===== src/common/cpu_isa_pkg.sv =====
package cpu_isa_pkg;

	// Instruction type, opcode bits 7:6
	typedef enum logic [1:0] {
		OP_MOV    = 2'd0, // Bus move mid -> sid
		OP_MVI    = 2'd1, // Immediate byte after opcode -> sid
		OP_ALU    = 2'd2, // A op B -> A, flags updated
		OP_OTHERS = 2'd3  // Compare/jump and system ops
	} op_type_e;

	// Single field layout for every type
	// mid/sid meaning depends on op_type
	typedef struct packed {
		op_type_e   op_type; // 7:6
		logic [2:0] mid;     // 5:3, bit 5 is the cmp flag for OTHERS
		logic [2:0] sid;     // 2:0, alu_op, flip + flag select, or sys op
	} instr_t;

	typedef enum logic [2:0] {
		ALU_ADD = 3'd0, // A + B, carry out
		ALU_SUB = 3'd1, // A - B, carry is borrow
		ALU_AND = 3'd2,
		ALU_OR  = 3'd3,
		ALU_XOR = 3'd4,
		ALU_NOT = 3'd5, // ~A
		ALU_INC = 3'd6, // A + 1, carry out
		ALU_DEC = 3'd7  // A - 1, carry is borrow
	} alu_op_e;

	// Doubles as bit index into the status register
	typedef enum logic [1:0] {
		FLAG_CARRY  = 2'd0,
		FLAG_PARITY = 2'd1, // XOR of all result bits
		FLAG_ZERO   = 2'd2,
		FLAG_SIGN   = 2'd3  // Result bit 7
	} flag_sel_e;

	typedef enum logic [2:0] {
		SYS_NOP    = 3'd0,
		SYS_HLT    = 3'd1,
		SYS_INC_AR = 3'd2
	} sys_op_e;

	// OTHERS split: compare when bit 5 set
	function automatic logic is_cmp(instr_t i);
		return i.mid[2];
	endfunction

	function automatic logic cmp_flip(instr_t i);
		return i.sid[2]; // Inverts the tested flag
	endfunction

	function automatic flag_sel_e cmp_flag(instr_t i);
		return flag_sel_e'(i.sid[1:0]);
	endfunction

	function automatic sys_op_e sys_op(instr_t i);
		return sys_op_e'(i.sid);
	endfunction

endpackage


===== src/common/cpu_bus_pkg.sv =====
package cpu_bus_pkg;

	// RAM size range, default used by the top level
	localparam int RAM_DEPTH_DEF = 256;
	localparam int RAM_DEPTH_MIN = 64;
	localparam int RAM_DEPTH_MAX = 256;

	// Address bit 15 selects the output port over RAM
	localparam int PORT_BIT = 15;

	// Same table for bus master and bus slave
	typedef enum logic [2:0] {
		U_IR0 = 3'd0, // As master, IR0 drives the bus
		U_MEM = 3'd1,
		U_A   = 3'd2,
		U_B   = 3'd3,
		U_AR0 = 3'd4, // AR low byte
		U_AR1 = 3'd5, // AR high byte
		U_PC0 = 3'd6,
		U_PC1 = 3'd7
	} unit_id_e;

	// Address bus master
	typedef enum logic {
		ASEL_PC = 1'b0,
		ASEL_AR = 1'b1
	} addr_sel_e;

	typedef struct packed {
		unit_id_e              mid;      // Data bus master
		unit_id_e              sid;      // Data bus slave
		logic                  bus_en;   // mid/sid valid this cycle
		addr_sel_e             addr_sel;
		logic                  pc_inc;
		logic                  ar_inc;
		logic                  alu_en;   // Writes A and flags
		cpu_isa_pkg::alu_op_e  alu_op;
		logic                  halt_req; // HLT in T1
	} ctrl_word_t;

	// Program load request, held stable while ld_req is high
	typedef struct packed {
		logic [7:0] addr;
		logic [7:0] data;
	} load_req_t;

endpackage


===== src/control/control_unit.sv =====
module control_unit (
	input  logic                    clk,
	input  logic                    rst_n,
	input  logic                    run,
	input  logic                    restart,
	input  cpu_isa_pkg::instr_t     ir,
	input  logic [3:0]              flags,
	output logic                    t1,
	output cpu_bus_pkg::ctrl_word_t ctrl
);
	import cpu_isa_pkg::*;
	import cpu_bus_pkg::*;

	logic    t_state; // 0 fetch, 1 execute
	logic    op_mov;
	logic    op_mvi;
	logic    op_alu;
	logic    op_cmp;
	logic    op_sys;
	logic    cmp_pass;
	sys_op_e sop;

	// T-state timer, two states per instruction
	always_ff @(posedge clk or negedge rst_n) begin
		if (!rst_n) begin
			t_state <= 1'b0;
		end else if (restart) begin
			t_state <= 1'b0; // Next run cycle is a fetch
		end else if (run) begin
			t_state <= ~t_state;
		end
	end

	assign t1 = t_state;

	// Type decode, suppressed during fetch since IR0 still holds the old opcode
	always_comb begin
		op_mov = t1 && (ir.op_type == OP_MOV);
		op_mvi = t1 && (ir.op_type == OP_MVI);
		op_alu = t1 && (ir.op_type == OP_ALU);
		op_cmp = t1 && (ir.op_type == OP_OTHERS) && is_cmp(ir);
		op_sys = t1 && (ir.op_type == OP_OTHERS) && !is_cmp(ir);
	end

	assign sop      = sys_op(ir);
	assign cmp_pass = flags[cmp_flag(ir)] ^ cmp_flip(ir); // Flag selected, optionally inverted

	// Control word
	always_comb begin
		ctrl          = '0;
		ctrl.mid      = U_MEM;  // Fetch and immediate both read MEM
		ctrl.sid      = U_IR0;
		ctrl.addr_sel = ASEL_PC;
		ctrl.alu_op   = alu_op_e'(ir.sid);

		if (!t1) begin
			// T0 fetch, MEM[PC] -> IR0 and step PC
			ctrl.bus_en = run;
			ctrl.pc_inc = 1'b1;
		end

		if (op_mov) begin
			ctrl.mid    = unit_id_e'(ir.mid);
			ctrl.sid    = unit_id_e'(ir.sid);
			ctrl.bus_en = run;
			// Memory operand always addressed through AR
			if (ir.mid == U_MEM || ir.sid == U_MEM) begin
				ctrl.addr_sel = ASEL_AR;
			end
		end

		if (op_mvi) begin
			ctrl.sid    = unit_id_e'(ir.sid); // Byte at PC -> sid
			ctrl.bus_en = run;
			ctrl.pc_inc = 1'b1;               // Step past the immediate
		end

		if (op_alu) begin
			ctrl.alu_en = 1'b1;
		end

		if (op_cmp) begin
			if (cmp_pass) begin
				ctrl.sid    = U_PC0; // Jump within page, PC1 kept
				ctrl.bus_en = run;
			end else begin
				ctrl.pc_inc = 1'b1;  // Skip target byte
			end
		end

		if (op_sys) begin
			ctrl.halt_req = (sop == SYS_HLT);
			ctrl.ar_inc   = (sop == SYS_INC_AR);
		end
	end

endmodule


===== src/datapath/cpu_datapath.sv =====
module cpu_datapath (
	input  logic                    clk,
	input  logic                    rst_n,
	input  logic                    run,
	input  logic                    restart,
	input  cpu_bus_pkg::ctrl_word_t ctrl,
	input  logic [7:0]              mem_rdata,
	output logic [15:0]             addr,
	output logic [7:0]              mem_wdata,
	output logic                    mem_rd,
	output logic                    mem_wr,
	output cpu_isa_pkg::instr_t     ir,
	output logic [3:0]              flags
);
	import cpu_isa_pkg::*;
	import cpu_bus_pkg::*;

	logic [7:0]  oe;         // One-hot bus master
	logic [7:0]  we;         // One-hot bus slave
	logic [7:0]  src [8];    // Master candidates by unit id
	logic [7:0]  bus;
	logic [7:0]  a_q;
	logic [7:0]  b_q;
	logic [15:0] ar_q;
	logic [15:0] pc_q;
	logic [7:0]  alu_y;
	logic        alu_c;
	logic [3:0]  flags_next;
	logic        alu_wr;

	// Next value of a 16-bit pointer with byte writes
	// Increment first, a bus write then replaces its byte
	function automatic logic [15:0] ptr_next(
		input logic [15:0] cur,
		input logic        inc,
		input logic        we_lo,
		input logic        we_hi,
		input logic [7:0]  d
	);
		logic [15:0] nxt;
		nxt = inc ? cur + 16'd1 : cur;
		if (we_lo) begin
			nxt[7:0] = d;
		end
		if (we_hi) begin
			nxt[15:8] = d;
		end
		return nxt;
	endfunction

	// mid/sid decode
	always_comb begin
		oe = '0;
		we = '0;
		if (ctrl.bus_en) begin
			oe[ctrl.mid] = 1'b1;
			we[ctrl.sid] = run; // No writes while halted
		end
	end

	assign src[U_IR0] = ir;
	assign src[U_MEM] = mem_rdata;
	assign src[U_A]   = a_q;
	assign src[U_B]   = b_q;
	assign src[U_AR0] = ar_q[7:0];
	assign src[U_AR1] = ar_q[15:8];
	assign src[U_PC0] = pc_q[7:0];
	assign src[U_PC1] = pc_q[15:8];

	// AND-OR bus mux
	always_comb begin
		bus = '0;
		for (int i = 0; i < 8; i++) begin
			bus |= oe[i] ? src[i] : 8'h00;
		end
	end

	assign mem_rd    = oe[U_MEM];
	assign mem_wr    = we[U_MEM];
	assign mem_wdata = bus;
	assign addr      = (ctrl.addr_sel == ASEL_AR) ? ar_q : pc_q; // Address master

	// ALU on A and B
	always_comb begin
		alu_y = a_q;
		alu_c = 1'b0;
		case (ctrl.alu_op)
			ALU_ADD: {alu_c, alu_y} = {1'b0, a_q} + {1'b0, b_q};
			ALU_SUB: {alu_c, alu_y} = {1'b0, a_q} - {1'b0, b_q}; // Bit 8 set on borrow
			ALU_AND: alu_y = a_q & b_q;
			ALU_OR:  alu_y = a_q | b_q;
			ALU_XOR: alu_y = a_q ^ b_q;
			ALU_NOT: alu_y = ~a_q;
			ALU_INC: {alu_c, alu_y} = {1'b0, a_q} + 9'd1;
			ALU_DEC: {alu_c, alu_y} = {1'b0, a_q} - 9'd1; // Borrow only from 0x00
			default: alu_y = a_q;
		endcase
		flags_next[FLAG_CARRY]  = alu_c;
		flags_next[FLAG_PARITY] = ^alu_y;
		flags_next[FLAG_ZERO]   = (alu_y == 8'h00);
		flags_next[FLAG_SIGN]   = alu_y[7];
	end

	assign alu_wr = run && ctrl.alu_en;

	// Data registers
	always_ff @(posedge clk) begin
		if (alu_wr) begin
			a_q <= alu_y;
		end else if (we[U_A]) begin
			a_q <= bus;
		end
		if (we[U_B]) begin
			b_q <= bus;
		end
		ar_q <= ptr_next(ar_q, run && ctrl.ar_inc, we[U_AR0], we[U_AR1], bus);
	end

	// PC, IR0 and status
	always_ff @(posedge clk or negedge rst_n) begin
		if (!rst_n) begin
			pc_q  <= '0;
			ir    <= '0;
			flags <= '0;
		end else begin
			if (restart) begin
				pc_q <= '0; // Program always starts at 0x0000
			end else begin
				pc_q <= ptr_next(pc_q, run && ctrl.pc_inc, we[U_PC0], we[U_PC1], bus);
			end
			if (we[U_IR0]) begin
				ir <= instr_t'(bus);
			end
			if (alu_wr) begin
				flags <= flags_next;
			end
		end
	end

endmodule


===== src/logic/program_ram.sv =====
module program_ram #(
	parameter int RAM_DEPTH = cpu_bus_pkg::RAM_DEPTH_DEF
) (
	input  logic                   clk,
	input  logic                   rst_n,
	input  logic                   halted,
	input  logic [15:0]            addr,
	input  logic [7:0]             wdata,
	input  logic                   rd,
	input  logic                   wr,
	output logic [7:0]             rdata,
	input  logic                   ld_req,
	input  cpu_bus_pkg::load_req_t ld,
	output logic                   ld_ack,
	output logic [7:0]             port_data,
	output logic                   port_valid
);
	import cpu_bus_pkg::*;

	localparam int AW = $clog2(RAM_DEPTH); // At most the low 8 address bits

	logic [7:0] mem [RAM_DEPTH];
	logic       ram_sel;
	logic       ram_wr;
	logic       port_wr;
	logic       ld_wr;

	if (RAM_DEPTH < RAM_DEPTH_MIN || RAM_DEPTH > RAM_DEPTH_MAX) begin : g_depth_check
		$error("program_ram: RAM_DEPTH %0d outside 64..256", RAM_DEPTH);
	end

	assign ram_sel = !addr[PORT_BIT];
	assign ram_wr  = wr && ram_sel;
	assign port_wr = wr && addr[PORT_BIT]; // Memory mapped output port
	assign ld_wr   = halted && ld_req && !ld_ack; // First cycle of a request only

	// Combinational read, same cycle as the address
	assign rdata = (rd && ram_sel) ? mem[addr[AW-1:0]] : 8'h00;

	// Loader and CPU never write together, CPU is halted during loads
	always_ff @(posedge clk) begin
		if (ld_wr) begin
			mem[ld.addr[AW-1:0]] <= ld.data;
		end else if (ram_wr) begin
			mem[addr[AW-1:0]] <= wdata;
		end
		if (port_wr) begin
			port_data <= wdata;
		end
	end

	// Four-phase ack, falls once req is seen low
	always_ff @(posedge clk or negedge rst_n) begin
		if (!rst_n) begin
			ld_ack     <= 1'b0;
			port_valid <= 1'b0;
		end else begin
			port_valid <= port_wr; // Same edge as port_data
			if (ld_wr) begin
				ld_ack <= 1'b1;
			end else if (!ld_req) begin
				ld_ack <= 1'b0;
			end
		end
	end

endmodule


===== src/logic/cpu_top.sv =====
module cpu_top #(
	parameter int RAM_DEPTH = cpu_bus_pkg::RAM_DEPTH_DEF
) (
	input  logic                   clk,
	input  logic                   rst_n,
	input  logic                   start,
	input  logic                   ld_req,
	input  cpu_bus_pkg::load_req_t ld,
	output logic                   ld_ack,
	output logic [7:0]             port_data,
	output logic                   port_valid,
	output logic                   halted
);
	import cpu_isa_pkg::*;
	import cpu_bus_pkg::*;

	ctrl_word_t  ctrl;
	instr_t      ir;
	logic [3:0]  flags;
	logic        t1;
	logic        run;
	logic        restart;
	logic [15:0] addr;
	logic [7:0]  mem_wdata;
	logic [7:0]  mem_rdata;
	logic        mem_rd;
	logic        mem_wr;

	assign restart = start && halted; // Start ignored while running
	assign run     = !halted;

	// Run/halt, halted out of reset until start
	always_ff @(posedge clk or negedge rst_n) begin
		if (!rst_n) begin
			halted <= 1'b1;
		end else if (restart) begin
			halted <= 1'b0;
		end else if (run && t1 && ctrl.halt_req) begin
			halted <= 1'b1; // End of HLT execute cycle
		end
	end

	control_unit u_control_unit (
		.clk     (clk),
		.rst_n   (rst_n),
		.run     (run),
		.restart (restart),
		.ir      (ir),
		.flags   (flags),
		.t1      (t1),
		.ctrl    (ctrl)
	);

	cpu_datapath u_cpu_datapath (
		.clk       (clk),
		.rst_n     (rst_n),
		.run       (run),
		.restart   (restart),
		.ctrl      (ctrl),
		.mem_rdata (mem_rdata),
		.addr      (addr),
		.mem_wdata (mem_wdata),
		.mem_rd    (mem_rd),
		.mem_wr    (mem_wr),
		.ir        (ir),
		.flags     (flags)
	);

	program_ram #(
		.RAM_DEPTH (RAM_DEPTH)
	) u_program_ram (
		.clk        (clk),
		.rst_n      (rst_n),
		.halted     (halted),
		.addr       (addr),
		.wdata      (mem_wdata),
		.rd         (mem_rd),
		.wr         (mem_wr),
		.rdata      (mem_rdata),
		.ld_req     (ld_req),
		.ld         (ld),
		.ld_ack     (ld_ack),
		.port_data  (port_data),
		.port_valid (port_valid)
	);

endmodule


===== config.mk =====
export PLATFORM = sky130hd
export DESIGN_NAME = cpu_top
export DESIGN_NICKNAME = d
export VERILOG_FILES = /design/src/common/cpu_isa_pkg.sv /design/src/common/cpu_bus_pkg.sv /design/src/control/control_unit.sv /design/src/datapath/cpu_datapath.sv /design/src/logic/program_ram.sv /design/src/logic/cpu_top.sv
export SDC_FILE = /design/constraint.sdc
export NUM_CORES = 2
export LEC_CHECK = 0
export ABC_AREA = 1
export BUFFER_PORTS_ARGS = -buffer_cell sky130_fd_sc_hd__buf_2
export CAP_MARGIN = 40
export CORE_AREA = 2 2 380 382
export DETAILED_ROUTE_END_ITERATION = 7
export DIE_AREA = 0 0 382 384
export PLACE_DENSITY = 0.79
export SYNTH_ARGS = -nofsm -noshare
export SYNTH_HDL_FRONTEND = slang
export SYNTH_SLANG_ARGS = --single-unit

===== constraint.sdc =====
create_clock -name clk -period 7 [get_ports clk]
set_input_delay 1.05 -clock clk [delete_from_list [all_inputs] [get_ports clk]]
set_output_delay 1.05 -clock clk [all_outputs]
set_load 0.05 [all_outputs]

==> impl_metrics.yaml <==
outcome:
  status: "complete, but fails checks"
  failed_checks: "DRC"
place:
  dpl.cell_count: 9498
  placement.io_buffers: 30
  dp_worst_setup_slack_ns: 1.160
  finalWeightedCongestion: 0.9371
  place.detailed.hpwl_um: 148700
cells_and_area:
  finish.net_count: 7862
  final_core_utilization_pct: 69.40
  layout-drive-gt1-share_pct: 8.530
  area.growth.synth_to_final_pct: 10.91
  finalNonFillerCells: 9890
  final_common_cell: "nand2_1"
  top_library_cells_by_usage_in_the_layout_fill_and_taps_aside: "nand2_1, nand3_1, edfxtp_1"
detailed_routing:
  routed_wire_length_per_instance_um: 25.61
  via_count: 64450
  drt-pass1-iter-count: 8
  postRouteAntennaNets: 0
  first_iter_violations: 10650
  routed_wirelength_um: 253300
  detail_route.vias_per_cell: 6.517
  detail_route.drc_violations: 2
grt:
  first_pass_grt_wire_length_um: 377900
  grt_util_all_layers_pct: 34.28
  overflow: 0
  antenna_violations_before_repair: 8
  via_count_of_the_first_global_routing_pass: 61440
  grt_start_max_net_pins: 161
power:
  worst_vdd_rail_ir_drop_v: 0.0004590
  cellLeakagePower_nw: 35.13
  power_density_mw_per_mm2: 460.5
  power_mw: 45.64
clock_tree:
  cts_num_sinks: 2120
  post_cts.resized_instances: 0
  clock_tree_from_tritoncts: "built"
  cts_buffer_depth: 3
  root_buffer: "clkbuf_16"
  worst_skew_pair.late_latency_ns: 0.85
  cts_htree_levels: 4
  cts_setup_buffers: 0
  cts-buffers-inserted: 202
  cts_hold_buffers: 0
  worst_setup_hold_path_clk_slew_ns: 0.06
yosys:
  yosys_register_bits: 2120
  synth-async-reset-ratio_pct: 1.509
  netlist.top_cell.by_area: "edfxtp_1"
  number_of_flops_mapped_to_enable_cells_by_yosys: 2088
  synth.lib_cells_used.distinct: 54
  ys_warn_count: 0
  synth_area_mm2: 0.08935
  synth_nets: 7851
  ys_seq_area_share_pct: 71.07
  postSynth.topFlopCell: "edfxtp_1"
  synth_top_area_share_pct: 70.17
  synth.top_cells.by_area: "edfxtp_1, nand3_1, nand2_1"
  synthesis.instances: 7794
  syn-mean-instance-area_um2: 11.46
timing:
  post_route_clock_period_utilization_pct: 87.26
  maxSlewViolCount: 0
  worst_slew_margin_rel_pct: 29.56
  fin_tns_setup_ns: 0
  final.min_clock_period_ns: 6.108
  report.final.setup_viol: 0
  finalClockSkew_ns: 0.02996
  fmax_mhz: 163.7
  finalHoldViolCount: 0
  worst_slew_pin_slew_ns: 1.057
  worst_slack_ns: 0.8919
  rsz0062_at_grt: "no"
critical_path:
  timing.critical_path.arrival_ns: 6.70
  worstSetupStartpointType: "flop"
  critPathKind: "flop to flop"
  worst-endpoint-required_ns: 7.59
  crit_path_max_fanout: 90
  critPathCaptureType: "flop"
floorplan:
  floorplan.initialDensity_pct: 62.58
  coreArea_mm2: 0.1428
  std_cell_rows: 139
  floorplan.die.width_um: 382
  floorplan.die.height_um: 384
  fp.dieArea_mm2: 0.1467
  floorplan.io_pins: 31
run:
  max_cap_viol_count: 0
hold_path:
  worstHoldPathType: "input pin to async pin"
## registers in the layout (all words and copies together) (netlist names)
| register | count |
|---|---|
| u_program_ram.mem | 2048 |
| u_cpu_datapath.ar_q | 16 |
| u_cpu_datapath.pc_q | 16 |
| u_cpu_datapath.a_q | 8 |
| u_cpu_datapath.b_q | 8 |
| u_cpu_datapath.ir | 8 |
| u_program_ram.port_data | 8 |
| u_cpu_datapath.flags | 4 |
| halted | 1 |
| u_control_unit.t1 | 1 |
| u_program_ram.ld_ack | 1 |
| u_program_ram.port_valid | 1 |
## area by class of cell
class | instances | area, µm²
diodes | 15 | 37.54
clock buffers | 251 | 5239
clock inverters | 120 | 1047
fillers | 9314 | 43690
inverters | 155 | 599.3
multi-input cells | 5024 | 23000
flip-flops and latches | 2120 | 63500
well taps | 1903 | 2381
repair buffers | 302 | 3293
## final timing paths
path                                         start                         to  slack, ns  cells past startpoint
max                           u_cpu_datapath.ir[2]  u_program_ram.mem[182][5]       0.89                     21
min                                          rst_n   u_program_ram.port_valid       0.32                      1
max reg2reg                   u_cpu_datapath.ir[2]  u_program_ram.mem[182][5]       0.89                     21
min reg2reg                u_cpu_datapath.flags[0]    u_cpu_datapath.flags[0]       0.51                      2
max in group asynchronous                    rst_n    u_cpu_datapath.pc_q[12]       6.10                      1
min in group clk           u_cpu_datapath.flags[0]    u_cpu_datapath.flags[0]       0.51                      2
## critical path, stage by stage (launching register included)
cell and delay, ns:
dfrtp_1 0.58, inv_4 0.11, nand3_4 0.18, nand2_2 0.13, nand2_2 0.50, nand2_2 0.20, nand2_8 0.42, buf_12 0.40
nand2_1 0.14, nand3_1 0.13, nand3_1 0.10, nand3_1 0.11, nand3_1 0.22, nand3_1 0.24, nand3_1 0.28, nand3_1 0.24
nand3_1 0.27, nand2_1 0.15, buf_4 0.16, nand2_1 0.09, nand2_4 0.55, buf_12 0.36
## metal layers
metal / track usage (%) / vias to the layer above / share of wire (%)
li1: - / 27590 / -
met1: 45.91 / 30790 / 35
met2: 52.53 / 5224 / 46
met3: 8.973 / 839 / 14
met4: 17.09 / 6 / 5.3
met5: 0 / - / 0.020
## synthesized netlist by cell type, types with 12 or more instances
library cell  number
nor2_1           341
nor2_4            12
o21ai_0           43
nand3_1         2151
a21oi_1           33
xor2_1            19
inv_2             13
nand2_2           24
buf_6             17
nand2_4           14
buf_4             19
dfrtp_1           31
inv_1            138
buf_1             37
nand2_1         2221
ha_1              35
nor3_1            19
edfxtp_1        2088
buf_2            300
clkbuf_1         122
## per-stage QoR
stage / hold slack [ns] / instance area, µm²
4_1_cts: 0.3098 / 99020
5_1_grt: 0.3667 / 99060
3_3_place_gp: 0.4826 / 92060
2_1_floorplan: 0.4500 / 89350
3_5_place_dp: 0.4936 / 92730
6_report: 0.3249 / 99100
## power by group
part / switching, mW / leakage (nW) / internal, mW
Sequential: 0.213 / 19.2 / 15.2
Clock: 4.75 / 3.07 / 5.84
Combinational: 14.2 / 12.9 / 5.36
## cells by family after synthesis
| logic type | share of synthesized area, % |
|---|---|
| xor+xnor | 0.2633 |
| flops | 71.07 |
| buf+inv | 3.376 |
| fa+ha+maj | 0.5349 |
| compound gates | 1.084 |
| simple gates | 23.67 |
Power figures use the tool's default switching activity.
